[src/hw/csr_macros.svh]
// Build options for the CSR file. CSR_XLEN must stay 32, and CSR_W_COUNTER must lie in 1..64
`ifndef CSR_MACROS_SVH
`define CSR_MACROS_SVH

// ------------------------------
// Data path
// ------------------------------

`define CSR_XLEN 32 // Width of one CSR word, RV32 only

// ------------------------------
// Counters
// ------------------------------

// Low bits of mcycle/minstret that count in hardware
// Upper bits stay writable, so software can extend a narrow counter
`define CSR_W_COUNTER 64

// ------------------------------
// ISA extensions seen in misa
// ------------------------------

`define CSR_EXT_M 0 // 1 when the core has mul/div
`define CSR_EXT_C 0 // 1 when the core has compressed instructions

`endif

[src/hw/csr_pkg.sv]
// Types, CSR addresses and the write-update rule shared by the CSR file. Machine mode only, RV32
`include "csr_macros.svh"

package csr_pkg;

	// ------------------------------
	// Vector types
	// ------------------------------

	typedef logic [11:0]             csr_addr_t; // CSR address from the instruction
	typedef logic [`CSR_XLEN-1:0]    xlen_t;     // One CSR data word
	typedef logic [2*`CSR_XLEN-1:0]  counter_t;  // Full 64-bit counter value

	// ------------------------------
	// Write kind and register select
	// ------------------------------

	typedef enum logic [1:0] {
		CSR_WTYPE_W = 2'h0, // CSRRW, plain write
		CSR_WTYPE_S = 2'h1, // CSRRS, set bits
		CSR_WTYPE_C = 2'h2  // CSRRC, clear bits
	} csr_wtype_e;

	typedef enum logic [3:0] {
		SEL_NONE,     // Unmapped, reads zero
		SEL_MISA,
		SEL_ID,       // mvendorid/marchid/mimpid/mhartid
		SEL_MSTATUS,
		SEL_MTVEC,
		SEL_MSCRATCH,
		SEL_INHIBIT,  // mcountinhibit
		SEL_CYCLE,    // mcycle and mtime
		SEL_CYCLEH,   // mcycleh and mtimeh
		SEL_INSTRET,
		SEL_INSTRETH
	} csr_sel_e;

	// Access request, strobes last one cycle
	typedef struct packed {
		csr_addr_t  addr;
		xlen_t      wdata;
		csr_wtype_e wtype;
		logic       wen;
		logic       ren;
	} csr_req_t;

	// ------------------------------
	// Mapped CSR addresses
	// ------------------------------

	localparam csr_addr_t CSR_MVENDORID     = 12'hf11; // Read only
	localparam csr_addr_t CSR_MARCHID       = 12'hf12; // Read only
	localparam csr_addr_t CSR_MIMPID        = 12'hf13; // Read only
	localparam csr_addr_t CSR_MHARTID       = 12'hf14; // Read only
	localparam csr_addr_t CSR_MSTATUS       = 12'h300;
	localparam csr_addr_t CSR_MISA          = 12'h301;
	localparam csr_addr_t CSR_MTVEC         = 12'h305;
	localparam csr_addr_t CSR_MCOUNTINHIBIT = 12'h320; // Tied zero, mtime aliases mcycle
	localparam csr_addr_t CSR_MSCRATCH      = 12'h340;
	localparam csr_addr_t CSR_MCYCLE        = 12'hb00;
	localparam csr_addr_t CSR_MTIME         = 12'hb01;
	localparam csr_addr_t CSR_MINSTRET      = 12'hb02;
	localparam csr_addr_t CSR_MCYCLEH       = 12'hb80;
	localparam csr_addr_t CSR_MTIMEH        = 12'hb81;
	localparam csr_addr_t CSR_MINSTRETH     = 12'hb82;

	// New value of a CSR word after a write, set or clear
	function automatic xlen_t csr_update(xlen_t old_val, xlen_t wdata, csr_wtype_e wtype);
		case (wtype)
			CSR_WTYPE_S: return old_val | wdata;  // Set bits
			CSR_WTYPE_C: return old_val & ~wdata; // Clear bits
			default:     return wdata;            // Plain write
		endcase
	endfunction

endpackage

[src/hw/csr_decode.sv]
// CSR address decoder. Purely combinational; HPM counters, medeleg and mideleg are not decoded
`timescale 1ns/10ps

module csr_decode import csr_pkg::*; (
	input  csr_addr_t addr,
	input  logic      wen,
	input  logic      ren,
	output csr_sel_e  sel,
	output logic      wr_scratch,
	output logic      wr_cyc_lo,
	output logic      wr_cyc_hi,
	output logic      wr_ret_lo,
	output logic      wr_ret_hi,
	output logic      error
);

	logic match;  // Address hits a mapped CSR
	logic ro_id;  // Address is one of the read-only ID registers
	logic legal;  // Access may go ahead

	// ------------------------------
	// Address to register select
	// ------------------------------

	always_comb begin
		sel   = SEL_NONE; // Unmapped by default
		match = 1'b0;
		ro_id = 1'b0;
		case (addr)
			CSR_MVENDORID, CSR_MARCHID, CSR_MIMPID, CSR_MHARTID: begin
				sel   = SEL_ID;
				match = 1'b1;
				ro_id = 1'b1; // Writes trap
			end
			CSR_MISA: begin
				sel   = SEL_MISA;
				match = 1'b1;
			end
			CSR_MSTATUS: begin
				sel   = SEL_MSTATUS; // Writes accepted, no effect
				match = 1'b1;
			end
			CSR_MTVEC: begin
				sel   = SEL_MTVEC;
				match = 1'b1;
			end
			CSR_MSCRATCH: begin
				sel   = SEL_MSCRATCH;
				match = 1'b1;
			end
			CSR_MCOUNTINHIBIT: begin
				sel   = SEL_INHIBIT;
				match = 1'b1;
			end
			CSR_MCYCLE, CSR_MTIME: begin
				sel   = SEL_CYCLE; // mtime is the cycle count
				match = 1'b1;
			end
			CSR_MCYCLEH, CSR_MTIMEH: begin
				sel   = SEL_CYCLEH;
				match = 1'b1;
			end
			CSR_MINSTRET: begin
				sel   = SEL_INSTRET;
				match = 1'b1;
			end
			CSR_MINSTRETH: begin
				sel   = SEL_INSTRETH;
				match = 1'b1;
			end
			default: ; // HPMs and delegation registers land here
		endcase
	end

	// ------------------------------
	// Error and write strobes
	// ------------------------------

	assign legal = match && !(wen && ro_id);      // Write to an ID register is illegal
	assign error = (wen || ren) && !legal;        // Low when idle

	assign wr_scratch = wen && legal && (sel == SEL_MSCRATCH);
	assign wr_cyc_lo  = wen && legal && (sel == SEL_CYCLE);
	assign wr_cyc_hi  = wen && legal && (sel == SEL_CYCLEH);
	assign wr_ret_lo  = wen && legal && (sel == SEL_INSTRET);
	assign wr_ret_hi  = wen && legal && (sel == SEL_INSTRETH);

endmodule

[src/hw/csr_counter.sv]
// 64-bit event counter; only the low W_COUNTER bits count, the upper bits change only on a write
`timescale 1ns/10ps
`include "csr_macros.svh"

module csr_counter import csr_pkg::*; #(
	parameter int W_COUNTER = `CSR_W_COUNTER // 1..64
) (
	input  logic     clk,
	input  logic     rst_n,
	input  csr_req_t req,
	input  logic     inc,
	input  logic     wr_lo,
	input  logic     wr_hi,
	output counter_t count
);

	localparam int XLEN = `CSR_XLEN;

	// Ones over the bits that count, shift by 64 leaves the full mask
	localparam counter_t INC_MASK = ~({$bits(counter_t){1'b1}} << W_COUNTER);

	counter_t count_q;
	counter_t count_inc; // Value after this cycle's increment
	xlen_t    lo_nxt;
	xlen_t    hi_nxt;

	// ------------------------------
	// Next value
	// ------------------------------

	always_comb begin
		count_inc = count_q;
		if (inc)
			count_inc = ((count_q + 1'b1) & INC_MASK) | (count_q & ~INC_MASK); // Top bits hold
	end

	// A written half takes the update from its old value, the other keeps counting
	assign lo_nxt = wr_lo ? csr_update(count_q[XLEN-1:0], req.wdata, req.wtype)
	                      : count_inc[XLEN-1:0];
	assign hi_nxt = wr_hi ? csr_update(count_q[2*XLEN-1:XLEN], req.wdata, req.wtype)
	                      : count_inc[2*XLEN-1:XLEN];

	// ------------------------------
	// State
	// ------------------------------

	always_ff @(posedge clk or negedge rst_n) begin
		if (!rst_n) begin
			count_q <= '0;
		end else begin
			count_q <= {hi_nxt, lo_nxt};
		end
	end

	assign count = count_q;

endmodule

[src/hw/csr_reg_bank.sv]
// CSR storage and read mux; only mscratch is stored here, misa comes from the build macros
`timescale 1ns/10ps
`include "csr_macros.svh"

module csr_reg_bank import csr_pkg::*; (
	input  logic     clk,
	input  logic     rst_n,
	input  csr_req_t req,
	input  csr_sel_e sel,
	input  logic     wr_scratch,
	input  counter_t cycle,
	input  counter_t instret,
	output xlen_t    rdata
);

	localparam int XLEN = `CSR_XLEN;

	// ------------------------------
	// Constant registers
	// ------------------------------

	localparam xlen_t MISA_VAL = {
		2'b01,                  // MXL, 32-bit
		4'd0,
		13'd0,                  // Z..N absent
		1'(`CSR_EXT_M != 0),    // M
		3'd0,                   // L..J absent
		1'b1,                   // I, base integer ISA
		5'd0,                   // H..D absent
		1'(`CSR_EXT_C != 0),    // C
		2'd0                    // B, A absent
	};

	localparam xlen_t MSTATUS_VAL = 32'h0000_1800; // MPP = 3, MIE/MPIE tied off
	localparam xlen_t MTVEC_VAL   = 32'h0000_0001; // Vectored mode, base zero

	// ------------------------------
	// mscratch
	// ------------------------------

	xlen_t mscratch;

	always_ff @(posedge clk or negedge rst_n) begin
		if (!rst_n) begin
			mscratch <= '0;
		end else if (wr_scratch) begin
			mscratch <= csr_update(mscratch, req.wdata, req.wtype); // Seen next cycle
		end
	end

	// ------------------------------
	// Read mux
	// ------------------------------

	always_comb begin
		case (sel)
			SEL_MISA:     rdata = MISA_VAL;
			SEL_MSTATUS:  rdata = MSTATUS_VAL;
			SEL_MTVEC:    rdata = MTVEC_VAL;
			SEL_MSCRATCH: rdata = mscratch;
			SEL_CYCLE:    rdata = cycle[XLEN-1:0];          // Also mtime
			SEL_CYCLEH:   rdata = cycle[2*XLEN-1:XLEN];     // Also mtimeh
			SEL_INSTRET:  rdata = instret[XLEN-1:0];
			SEL_INSTRETH: rdata = instret[2*XLEN-1:XLEN];
			SEL_ID,
			SEL_INHIBIT:  rdata = '0;                       // Tied zero
			default:      rdata = '0;                       // Unmapped
		endcase
	end

endmodule

[src/hw/csr_file_top.sv]
// Machine-mode CSR file top. Same-cycle read, write lands on the next edge, no back-pressure
`timescale 1ns/10ps
`include "csr_macros.svh"

module csr_file_top import csr_pkg::*; (
	input  logic     clk,
	input  logic     rst_n,
	input  csr_req_t req,
	input  logic     instr_ret,
	output xlen_t    rdata,
	output logic     error
);

	csr_sel_e sel;
	logic     wr_scratch;
	logic     wr_cyc_lo;
	logic     wr_cyc_hi;
	logic     wr_ret_lo;
	logic     wr_ret_hi;
	counter_t cycle;
	counter_t instret;

	// ------------------------------
	// Decode
	// ------------------------------

	csr_decode u_decode (
		.addr       (req.addr),
		.wen        (req.wen),
		.ren        (req.ren),
		.sel        (sel),
		.wr_scratch (wr_scratch),
		.wr_cyc_lo  (wr_cyc_lo),
		.wr_cyc_hi  (wr_cyc_hi),
		.wr_ret_lo  (wr_ret_lo),
		.wr_ret_hi  (wr_ret_hi),
		.error      (error)
	);

	// ------------------------------
	// Counters
	// ------------------------------

	csr_counter #(.W_COUNTER(`CSR_W_COUNTER)) u_cycle (
		.clk   (clk),
		.rst_n (rst_n),
		.req   (req),
		.inc   (1'b1),        // Counts every clock
		.wr_lo (wr_cyc_lo),
		.wr_hi (wr_cyc_hi),
		.count (cycle)
	);

	csr_counter #(.W_COUNTER(`CSR_W_COUNTER)) u_instret (
		.clk   (clk),
		.rst_n (rst_n),
		.req   (req),
		.inc   (instr_ret),   // One per retired instruction
		.wr_lo (wr_ret_lo),
		.wr_hi (wr_ret_hi),
		.count (instret)
	);

	// Storage and read data
	csr_reg_bank u_bank (
		.clk        (clk),
		.rst_n      (rst_n),
		.req        (req),
		.sel        (sel),
		.wr_scratch (wr_scratch),
		.cycle      (cycle),
		.instret    (instret),
		.rdata      (rdata)
	);

endmodule

[config.mk]
export PLATFORM = sky130hd
export DESIGN_NAME = csr_file_top
export DESIGN_NICKNAME = d
export VERILOG_FILES = /design/src/hw/csr_pkg.sv /design/src/hw/csr_decode.sv /design/src/hw/csr_counter.sv /design/src/hw/csr_reg_bank.sv /design/src/hw/csr_file_top.sv
export VERILOG_INCLUDE_DIRS = /design/src /design/src/hw
export SDC_FILE = /design/constraint.sdc
export NUM_CORES = 1
export LEC_CHECK = 0
export ABC_AREA = 1
export BUFFER_PORTS_ARGS = -buffer_cell sky130_fd_sc_hd__buf_2
export CAP_MARGIN = 5
export CELL_PAD_IN_SITES_DETAIL_PLACEMENT = 1
export CELL_PAD_IN_SITES_GLOBAL_PLACEMENT = 2
export CORE_MARGIN = 2
export CORE_UTILIZATION = 30
export CTS_CLUSTER_SIZE = 25
export DETAILED_ROUTE_END_ITERATION = 16
export PLACE_DENSITY_LB_ADDON = 0.1
export SETUP_SLACK_MARGIN = 0.05
export SLEW_MARGIN = 20
export SYNTH_ARGS = -nofsm -noshare
export SYNTH_HDL_FRONTEND = slang
export SYNTH_SLANG_ARGS = --single-unit
[constraint.sdc]
create_clock -name clk -period 1.9 [get_ports clk]
set_input_delay 0.19 -clock clk [delete_from_list [all_inputs] [get_ports clk]]
set_output_delay 0.19 -clock clk [all_outputs]
set_load 0.01 [all_outputs]
== Word level (Yosys, flattened, before mapping) ==
Index checks and enable logic that the tools add are counted.
Storage, ports and cells
  bits in registers: 160
  word-level logic and storage cells: 74
  output and inout bits: 33
  input port bits: 51
Operators by class
  eq/ne operators: 25
  reduce and logical (&&, ||, !) cells: 18
  bitwise logic cells: 11
  multiplexer cells: 14
  $add $sub $neg: 2
Operators by type and width (count)
  32-bit case mux with 2 select lines: 5
  32-bit case mux with 8 select lines: 1
  32-bit bitwise AND: 5
  32-bit OR: 5
  64-bit by 1-bit adder with 64-bit output, second input constant: 2
  32-bit 2-to-1 mux: 4
  12-bit equality test, second input constant: 10
  64-bit 2-to-1 mux: 1
  12-bit by 10-bit equality test with 1-bit output, second input constant: 5
  4-bit case mux with 10 select lines: 1
  32-bit inverter: 1
  15-bit OR reduction: 1
  4-bit by 3-bit equality test with 1-bit output, second input constant: 3
  4-bit equality test, second input constant: 3
  1-bit logical AND: 9
  4-bit by 1-bit equality test with 1-bit output, second input constant: 1
  4-bit by 2-bit equality test with 1-bit output, second input constant: 1
  2-bit nonzero test: 2
  2-bit OR reduction: 2
  4-bit OR reduction: 1
  2-bit by 1-bit equality test with 1-bit output, second input constant: 1
  2-bit equality test, second input constant: 1
  1-bit logical NOT: 2
  1-bit 2-to-1 mux: 2
  1-bit logical OR: 1

== Depth between registers and ports, before layout ==
Gate-level depths: netlist of run 1.
  depth after elaboration: 9
  depth in mapped cells: 15
  gate-level depth less buffers: 14

== By module ==
Synthesis of run 1 repeated with hierarchy kept, for this count alone.
Second synthesis, totals
  cell total of the unflattened synthesis: 2719
  area, all modules: 15967.8 um^2
Modules (own cells, without submodules)
  csr_counter: area an instance 6075.8 um^2, cells each 1026, sequential area each 1601.5 um^2, times used 2
  csr_reg_bank: area an instance 3283.1 um^2, cells each 578, sequential area each 800.8 um^2, times used 1
  csr_decode: area an instance 529.3 um^2, cells each 88, sequential area each 0.0 um^2, times used 1
  csr_file_top: area an instance 3.8 um^2, cells each 1, sequential area each 0.0 um^2, times used 1

== Least setup slack after synthesis of run 1 ==
No wires, ideal clock.
  path type: register -> register
  start point: reg u_cycle.count_q[0] (netlist: u_cycle.count[0])
  end point: reg u_cycle.count_q[52] (netlist: u_cycle.count[52])
  clock period less this slack: 1979 ps
  cell stages (with the launch flop): 15
  arrival time: 1852 ps
  path slack: -79 ps
  buffers on the path: 0
  setup time: 127 ps
  cells stage by stage: dfrtp_1 -> ha_1 -> nand2_1 -> nor2_1 -> nand2_1 -> nor2_1 -> nand2_1 -> nor2_1 -> nand3_1 -> nor2_1 -> nand2_1 -> nand2_1 -> nand2_1 -> nand2_1 -> o21ai_1
On the way
  cells in the longest elaborated chain, start to end: 2
Ends and longest elaborated chain
  from (decl): line csr_counter.sv:22  | counter_t count_q;
  from (signal assigned): line csr_counter.sv:51  | count_q <= {hi_nxt, lo_nxt};
  64-bit by 1-bit adder with 64-bit output: line csr_counter.sv:34  | count_inc = ((count_q + 1'b1) & INC_MASK) | (count_q & ~INC_MASK);
  32-bit 2-to-1 mux: line csr_counter.sv:40  | assign hi_nxt = wr_hi ? csr_update(count_q[2*XLEN-1:XLEN], req.wdata, req.wtype)
  named net u_cycle.hi_nxt[20]: line csr_counter.sv:25  | xlen_t hi_nxt;
The timed path passes the listed nets, and every way through them passes these cells.
A chain may end at the register's enable or synchronous reset.

== Worst setup path in the final report of run 1 ==
  start point: reg u_instret.count_q[3] (netlist: u_instret.count[3])
  end point: reg u_instret.count_q[59] (netlist: u_instret.count[59])
On the way
  cells in the longest elaborated chain, start to end: 3
Ends and longest elaborated chain
  from (decl): line csr_counter.sv:22
  from (signal assigned): line csr_counter.sv:51
  64-bit by 1-bit adder with 64-bit output: line csr_counter.sv:34
  64-bit 2-to-1 mux: line csr_counter.sv:33  | if (inc)
  32-bit 2-to-1 mux: line csr_counter.sv:40
No other way between the ends. The select of a mux whose other input is x is not followed.

==> results of run 1 <==
registers in the layout (all words and copies together), names as in the netlist:
signal           flops
u_bank.mscratch     32
u_cycle.count       64
u_instret.count     64
worst max-delay path, stage by stage (launching register included):
cell     delay [ns]
dfrtp_1        0.43
buf_6          0.13
nand2_4        0.05
buf_6          0.12
nor2_4         0.10
inv_2          0.06
nor2_4         0.15
nand2_4        0.08
nor3_2         0.17
buf_4          0.18
nand3_2        0.06
nand2_1        0.07
nand2_1        0.06
nand2_1        0.06
nand2_1        0.06
nand2_1        0.07
nand2_1        0.05
final cells by class:
class | count | area, um^2
well taps | 615 | 769
repair buffers | 873 | 7500
inverters | 390 | 1580
diodes | 1 | 2.50
clock buffers | 19 | 443
fillers | 6058 | 21400
multi-input cells | 1830 | 11900
flip-flops and latches | 160 | 4030
clock inverters | 13 | 153
per-layer routing:
| metal | vias up | global-route usage | wire (um) |
|---|---|---|---|
| li1 | 9659 | - | - |
| met1 | 10700 | 0.507 | 43000 |
| met2 | 822 | 0.592 | 46300 |
| met3 | 227 | 0.0732 | 6730 |
| met4 | 0 | 0.164 | 4770 |
| met5 | - | 0 | 0 |
placed cells by master, fill, tap and decap left out, types with 12 or more instances in the layout:
master / n
dfrtp_2: 24
inv_1: 289
xor2_1: 77
nand4_1: 71
o22ai_2: 12
inv_6: 16
nand2_2: 69
nand3_2: 35
buf_6: 147
nand3_1: 74
nand2_4: 55
nor2_1: 147
inv_4: 14
nor2_2: 45
dfrtp_1: 136
nor2_4: 91
buf_2: 67
nor3_4: 21
o21ai_0: 120
clkbuf_16: 19
nand2_1: 484
nor3_2: 41
o221ai_2: 17
inv_2: 68
nand3_4: 21
buf_4: 610
nor3_1: 12
a21oi_2: 25
buf_12: 37
o21ai_1: 49
a21oi_1: 272
where the power goes:
part / internal [mW] / total (mW) / switching [mW]
combinational: 2.14 / 5.23 / 3.10
sequential: 3.59 / 3.81 / 0.218
clock: 1.99 / 3.85 / 1.86
total: 7.72 / 12.9 / 5.17
cells by family after synthesis:
group	share of synthesized area
AO/OA/AOI/OAI	0.206
flip-flops	0.274
XOR/XNOR	0.0486
adder cells (fa/ha/maj)	0.00343
buffers and inverters	0.125
AND/OR/NAND/NOR	0.343
stage by stage:
step | setup TNS, ns | utilization | hold slack [ns]
floorplan | 0 | - | -0.106
global placement | -28.65 | 0.423 | 0.111
detailed placement | -46.13 | 0.423 | 0.117
CTS | -1.25 | 0.486 | 0.0296
global route | -8.26 | 0.552 | 0.0646
finish | -1.75 | 0.552 | 0.0685
synthesized netlist by cell type (2+ instances only):
cell type	n
a211oi_1	2
a21oi_1	300
a221oi_1	7
a22oi_1	2
and2_1	4
buf_1	12
buf_2	18
buf_4	2
clkbuf_1	52
clkinv_1	3
dfrtp_1	160
ha_1	4
inv_1	375
inv_2	12
nand2_1	611
nand3_1	127
nand3_2	3
nand3b_1	4
nand4_1	71
nor2_1	276
nor2_2	4
nor2_4	3
nor3_1	74
nor4_1	6
o211ai_1	9
o21a_1	9
o21ai_0	144
o21ai_1	31
o221ai_1	25
o22ai_1	21
or2_2	2
xnor2_1	3
xor2_1	78
final timing paths:
kind | cells past startpoint | slack (ns) | to
min in group asynchronous | 2 | 0.15 | u_instret.count[39]
max in group asynchronous | 3 | 1.03 | u_instret.count[19]
worst max-delay path | 16 | -0.12 | u_instret.count[59]
worst max register to register | 16 | -0.12 | u_instret.count[59]
worst min-delay path | 3 | 0.07 | u_cycle.count[60]
worst min register to register | 2 | 0.55 | u_bank.mscratch[28]
what timing repair did:
item | in CTS | in global routing
cloned | 0 | 2
pin swaps | 123 | 233
hold buffers | 1 | 0
buffers inserted | 86 | 120
hold endpoints to repair | 139 | 0
gates resized for setup | 485 | 578
endpoints found under the setup margin | 121 | 137
==> metrics.txt, run 1 <==
GRT Overall Usage=0.378; Leak Pwr=13.0 nW; f_max=496 MHz; Seq/Total Area, Yosys=0.274; IO Pins=84; number of buffers inserted during clock tree synthesis=17; failing checks=setup timing; element type at the critical path start=register; status=finished, violations left; max-slew violations=0; initial core utilization=0.305; Area growth, synth to finish=80.9%; largest area contributor in the netlist=dfrtp_1; final-report hold violation count=0; clk sink count=160; Final Setup Violations=45; Final ANT Viol Nets=0; layout cells sized above 1=0.462; initial antenna violation count=1; post-layout power=about 13 mW; RD Place Congestion=1.01; largest net degree at the start of global routing=48; crit path launch=u_instret.count[3]; Non-Filler Instances=slightly below 4000; gr ovfl total=0; Max Buffers Root-to-Sink=2; vias in the first global route=21100; H-tree Lvls=4; RSZ-0062 raised after global routing=true; Post-synth EDFFs=0; Clock Latency Late Sink=around 0.51 ns; Root Driver=clkbuf_16; top cells by area, synth=dfrtp_1, nand2_1, a21oi_1; slew margin rel.=0.644; maximum fanout along the worst path=3; CTS clk-pin slew, worst paths=roughly 0.08 ns; Starting DRT DRC Count=around 2000; CP Data Required Time=2.30 ns; TritonCTS clock tree=built; area post-placement=0.0202 mm^2; FF+latch count, synth=160; YS warnings=0; Syn Nets=2520; Setup Skew=between 0.01 and 0.015 ns; Post-synth top flop=dfrtp_1; via density per instance=between 5 and 6; FF-to-FF Start=u_instret.count[3]; syn avg cell area=between 5 and 6 um^2; die width=225 um; Die H=approximately 220 um; Tmin final=2.02 ns; final wirelength=just over 100000 um; Async SR Flop Fraction=1.00; DRC viols=0; Die ar.=around 0.050 mm^2; final worst slack=-0.116 ns; Worst Setup Path Type=reg -> reg; measured slew at the worst slew-check pin=about 0.53 ns; hpwl dp=approximately 76000 um; drt pass-1 iters=7; Rows=80; Core ar.=roughly 0.048 mm^2; vias=between 20000 and 25000; arrival time worst endpoint=2.42 ns; area share of the largest cell type after synthesis=0.274; maximum VDD drop=around 0.00044 V; Cell variety after synth=44; synthesized cell area=around 0.015 mm^2; min-delay src=req[32]; pre-CTS setup slack=-0.389 ns; Final period util=1.06; drt wl/cell=25.8 um; Hold Crit Class=in -> reg; Syn Inst Count=~2500; Port Buffers=83; final net count=approximately 3300; max_cap viols=0; global-route wire length before repair=around 140000 um; final instance area=0.0264 mm^2; DP Cell Count=~3700; Worst setup EP type=register; Pwr per Cell Area=around 490 mW/mm^2
Power figures use the tool's default switching activity.
==> run 2: changes to the inputs <==
REMOVE_ABC_BUFFERS = 1   (was not set)
==> run 2 against run 1 <==
The flow still finishes with violations (setup timing). Non-clock buffer count fell by 38. Clock skew rose by 0.0019 ns. Total power fell by 3.0%. Final cell count fell by 1.0%. First-iteration DRC count fell by 6.5%. Via count fell by 0.42%. Flip-flop and latch count did not move. Design area fell by 1.6%. Die area did not move. Clock power fell by 3%. Fmax fell by 2.2%. Wire length rose by 0.29%. Critical path type unchanged. Largest power group unchanged.
==> metrics.txt, run 2 (synthesis gave the netlist of run 1 again) <==
via density per instance=5.52 (+0.59%); max-slew violations=0 (unchanged); Final period util=1.08 (+0.0236); CP Data Required Time=2.34 ns (+0.04 ns); Final ANT Viol Nets=0 (unchanged); measured slew at the worst slew-check pin=0.674 ns (+0.142 ns); Reg area=0.00403 mm^2 (-0.22%); Worst Setup Path Type=reg -> reg; arrival time worst endpoint=2.50 ns (+0.08 ns); number of buffers inserted during clock tree synthesis=17 (unchanged); multi-input logic area=0.0117 mm^2 (-1.6%); Fill cells=5980 (-1.3%); Pwr per Cell Area=482 mW/mm^2 (-1.4%); hold_ws=0.0983 ns (+0.0298 ns); Final Setup Violations=63 (+40%); Port Buffers=83 (unchanged); global-route wire length before repair=138000 um (about the same); RSZ-0062 raised after global routing=true; element type at the critical path start=register; Core ar.=0.0478 mm^2 (unchanged); crit-path max cell delay=0.39 ns (-0.04 ns); Leak Pwr=12.7 nW (-2.3%); hpwl dp=74600 um (-1.7%); initial core utilization=0.305 (unchanged); Hold Crit Class=in -> reg; failing checks=setup timing; Die H=225 um (unchanged); clk sink count=160 (unchanged); status=finished, violations left; vias in the first global route=20800 (-1.4%); drt wl/cell=26.2 um (+1.3%); max_cap viols=0 (unchanged); Starting DRT DRC Count=1840 (-6.5%); slew margin rel.=0.550 (-0.0940); IO Pins=84 (unchanged); CP max stage cell=dfrtp_1; Tmin final=2.06 ns (+0.0449 ns); maximum fanout along the worst path=3 (unchanged); vias=21300 (-0.42%); diode count=0 (-1); most common cell after layout, fill and taps aside=buf_4; H-tree Lvls=4 (unchanged); DRC viols=0 (unchanged); f_max=485 MHz (-2.2%); final wirelength=101000 um (+0.29%); RD Place Congestion=1.04 (+3.4%); gr ovfl total=0 (unchanged); final net count=3289 (-1.1%); CTS clk-pin slew, worst paths=0.08 ns (about the same); die width=225 um (unchanged); GRT Overall Usage=0.378 (about the same); Clock Latency Late Sink=0.52 ns (about the same); Rows=80 (unchanged); layout cells sized above 1=0.443 (-0.0192); drt pass-1 iters=5 (-2); Worst setup EP type=register; final-report hold violation count=0 (unchanged); initial antenna violation count=2 (+1); Setup Skew=0.0131 ns (+0.00188 ns); final worst slack=-0.160 ns (-0.0449 ns); TritonCTS clock tree=built; Max Buffers Root-to-Sink=2 (unchanged); crit-path cells=ha_2, nand2_2, nor2_4, nand2_4, nor2_4, nand3_4, buf_4, nor3_2, buf_4, xor2_1, nor2_1, nor2_1; Area growth, synth to finish=77.9%; Root Driver=clkbuf_16; Die ar.=0.0504 mm^2 (unchanged); maximum VDD drop=0.000710 V (+61%); commonest cells after routing, fill and taps aside=buf_4, nand2_1, inv_1, a21oi_1, nor2_1; post-layout power=12.5 mW (-3.0%); largest net degree at the start of global routing=53 (+10%)
-- run 2: cell count changes in the layout (fill, tap and decap cells not counted), sizes merged --
cell / change
diode: -1
clkinvlp: +1
clkinv: +1
clkbuf: -1
buf: -38
bufinv: -1
-- run 2: path summary, 6_finish.rpt --
path | start | depth (start not counted) | slack (ns) | to
max in group asynchronous | rst_n | 3 | 0.98 | u_cycle.count[26]
setup / recovery | u_instret.count[0] | 12 | -0.16 | u_instret.count[34]
setup reg to reg | u_instret.count[0] | 12 | -0.16 | u_instret.count[34]
hold reg to reg | u_bank.mscratch[21] | 2 | 0.53 | u_bank.mscratch[21]
min in group asynchronous | rst_n | 2 | 0.24 | u_instret.count[34]
hold / removal | req[20] | 3 | 0.1 | u_cycle.count[48]
-- run 2: where the power goes --
part | switching, mW | internal, mW
logic | 3.00 | 1.97
clock network | 1.89 | 1.84
registers | 0.221 | 3.58
-- run 2: per-stage QoR --
step / setup WS, ns / cells / utilization / area [um^2] / TNS (ns)
after floorplan: -2.93 / 2380 / - / 14200 / -273.67
after global placement: -0.414 / 3643 / 0.420 / 20100 / -42.96
after detailed placement: -0.474 / 3643 / 0.420 / 20100 / -54.30
after CTS: -0.112 / 3770 / 0.481 / 23000 / -1.46
after global routing: -0.278 / 3862 / 0.543 / 26000 / -11.03
final: -0.160 / 3862 / 0.543 / 26000 / -3.72
-- run 2: per-layer routing --
metal,global-route usage,routed length (um),vias up
met5,0,0,-
li1,-,-,9600
met4,0.120,4240,0
met1,0.520,43600,10800
met2,0.602,46400,751
met3,0.0666,6790,179
-- run 2: layout make-up --
cell class | instances | area share
tap | 615 | 0.0296
clock buffer | 18 | 0.0165
timing repair buffer | 835 | 0.281
inverter | 390 | 0.0610
multi-input combinational | 1830 | 0.451
sequential | 160 | 0.155
clock inverter | 14 | 0.00559
-- run 2: critical path, delay by kind of cell, from the launching register on --
family / cells / cell delay (ns)
simple gates: 8 / 0.90
flops: 1 / 0.39
buf+inv: 2 / 0.31
fa+ha+maj: 1 / 0.21
xor+xnor: 1 / 0.16
-- run 2: what timing repair did --
item	4_1_cts	5_1_grt
setup buffers	96	99
cloned	1	2
gates resized for setup	434	550
endpoints found under the setup margin	125	160
pin swaps	95	229
hold buffers	1	0
endpoints found under the hold margin	46	0
==> run 3: changes to the inputs <==
SETUP_SLACK_MARGIN = not set   (was 0.05)
==> run 3 against run 2 <==
The run still ends with setup timing left. Via count fell by 2.3%. Hold slack got worse by 0.0063 ns. Core utilization fell by 2.0 points. Register-to-register slack improved by 0.03 ns. Sequential power is essentially flat. Design area decreased by 3.7%. Critical path type unchanged. Largest power group unchanged.
==> metrics.txt, run 3 (synthesis gave the netlist of run 1 again) <==
vias=20800 (-2.3%); f_max=492 MHz (+1.4%); TritonCTS clock tree=built; Die ar.=0.0504 mm^2 (unchanged); Die H=225 um (unchanged); Pwr per Cell Area=492 mW/mm^2 (+2.2%); multi-input logic area=0.0112 mm^2 (-4.1%); max_cap viols=0 (unchanged); initial core utilization=0.305 (unchanged); die width=225 um (unchanged); global-route wire length before repair=136000 um (-1.7%); arrival time worst endpoint=2.45 ns (-0.05 ns); most used cell, CP=nand2_1; final-report hold violation count=0 (unchanged); crit-path cells=ha_2, nand2_2, nor2_4, nand2_4, buf_4, inv_4, nand3_4, nor3_4, buf_6, nand3_2, nand2_1, nand2_1, nand2_1, nand2_1, nand2_1, nand2_1; Finished Core Util=0.523 (-0.0199); final net count=3249 (-1.2%); final instance area=0.0250 mm^2 (-3.7%); FF-to-FF Start=u_instret.count[0]; worst path bufs/invs=3 (+1); maximum fanout along the worst path=3 (unchanged); gr ovfl total=0 (unchanged); min-delay src=req[32]; Root Driver=clkbuf_16; GRT Overall Usage=0.373 (-0.00479); final worst slack=-0.132 ns (+0.0281 ns); RD Place Congestion=1.04 (unchanged); drt pass-1 iters=5 (unchanged); most common cell after layout, fill and taps aside=buf_4; element type at the critical path start=register; Fill cells=6042 (+1.0%); number of buffers inserted during clock tree synthesis=17 (unchanged); Final period util=1.07 (-0.0148); Largest delay share family, worst path=simple AND/OR/NAND/NOR gates; Core ar.=0.0478 mm^2 (unchanged); Worst Setup Path Type=reg -> reg; Port Buffers=83 (unchanged); commonest cells after routing, fill and taps aside=buf_4, nand2_1, inv_1, a21oi_1, nor2_1; area post-placement=0.0201 mm^2 (unchanged); Reg area=0.00402 mm^2 (about the same); RSZ-0062 raised after global routing=true; maximum VDD drop=0.000712 V (+0.34%); measured slew at the worst slew-check pin=0.669 ns (-0.00535 ns); DP Cell Count=3643 (unchanged); H-tree Lvls=4 (unchanged); hpwl dp=74600 um (unchanged); Starting DRT DRC Count=1696 (-7.8%); crit-path max cell delay=0.39 ns (about the same); largest net degree at the start of global routing=53 (unchanged); slew margin rel.=0.554 (+0.00356); max-slew violations=0 (unchanged); initial antenna violation count=4 (+2); Leak Pwr=12.2 nW (-4.2%); layout cells sized above 1=0.420 (-0.0229); DRC viols=0 (unchanged); clk sink count=160 (unchanged); Final Setup Violations=46 (-27%); Worst setup EP type=register; status=finished, violations left; Setup Skew=0.0143 ns (+0.00117 ns); diode count=0 (unchanged); via density per instance=5.45 (-1.3%); Clock Latency Late Sink=0.52 ns (about the same); vias in the first global route=20500 (-1.2%); pre-CTS setup slack=-0.474 ns (unchanged); final wirelength=98900 um (-2.2%); failing checks=setup timing; CP Data Required Time=2.32 ns (-0.02 ns); Tmin final=2.03 ns (-0.0281 ns); crit path launch=u_instret.count[0]; Non-Filler Instances=3822 (-1.0%); Final ANT Viol Nets=0 (unchanged); Rows=80 (unchanged); IO Pins=84 (unchanged); Max Buffers Root-to-Sink=2 (unchanged); CP max stage cell=dfrtp_1; Area growth, synth to finish=71.4%; drt wl/cell=25.9 um (-1.2%); Hold Crit Class=in -> reg; CTS clk-pin slew, worst paths=0.08 ns (about the same)
[run 3: cell types whose count changed in the layout (fill, tap and decap cells not counted), sizes merged]
cell | before | now
buf | 831 | 790
clkbuf | 21 | 22
clkinvlp | 8 | 7
inv | 388 | 389
[run 3: routing by layer]
metal / global-route usage / vias up / part of all wire
li1: - / 9503 / -
met1: 0.498 / 10400 / 0.43
met2: 0.581 / 709 / 0.45
met3: 0.0971 / 168 / 0.072
met4: 0.135 / 4 / 0.042
met5: 0 / - / 0.00029
[run 3: final timing paths]
check,to,slack (ns),depth (start not counted)
worst min register to register,u_instret.count[58],0.53,2
worst max-delay path,u_instret.count[62],-0.13,16
worst min-delay path,u_cycle.count[60],0.09,3
max in group asynchronous,u_instret.count[24],0.96,3
min in group asynchronous,u_instret.count[34],0.25,2
worst max register to register,u_instret.count[62],-0.13,16
[run 3: worst register-to-register path, delay by kind of cell (launching register included)]
family	cells	cell delay, ns
fa+ha+maj	1	0.21
buf+inv	3	0.36
flops	1	0.39
simple gates	12	0.96
[run 3: final cells by class]
| class | instances | share of cell area |
|---|---|---|
| flip-flops and latches | 160 | 0.161 |
| repair buffers | 795 | 0.273 |
| multi-input cells | 1830 | 0.449 |
| inverters | 390 | 0.0629 |
| clock buffers | 18 | 0.0172 |
| clock inverters | 14 | 0.00580 |
| well taps | 615 | 0.0308 |
[run 3: report_power, final]
part / total (mW) / leakage [nW] / switching (mW) / internal (mW)
Combinational: 4.77 / 9.99 / 2.89 / 1.88
Sequential: 3.80 / 1.93 / 0.214 / 3.58
Clock: 3.75 / 0.279 / 1.91 / 1.84
Total: 12.3 / 12.2 / 5.01 / 7.31
[run 3: per-stage QoR]
stage	power, mW	hold WS, ns	setup TNS (ns)
global placement	7.50	0.247	-42.96
detailed placement	7.58	0.245	-54.30
floorplan	5.21	-0.106	-273.67
global route	12.7	0.0981	-9.64
finish	12.3	0.0920	-2.10
CTS	11.7	0.0639	-1.66
[run 3: what timing repair did]
action,in CTS,in global routing
pin swaps,69,190
gates resized for setup,319,507
endpoints found under the hold margin,46,0
cloned,0,4
hold buffers,1,0
buffers inserted,75,79
endpoints found under the setup margin,114,152
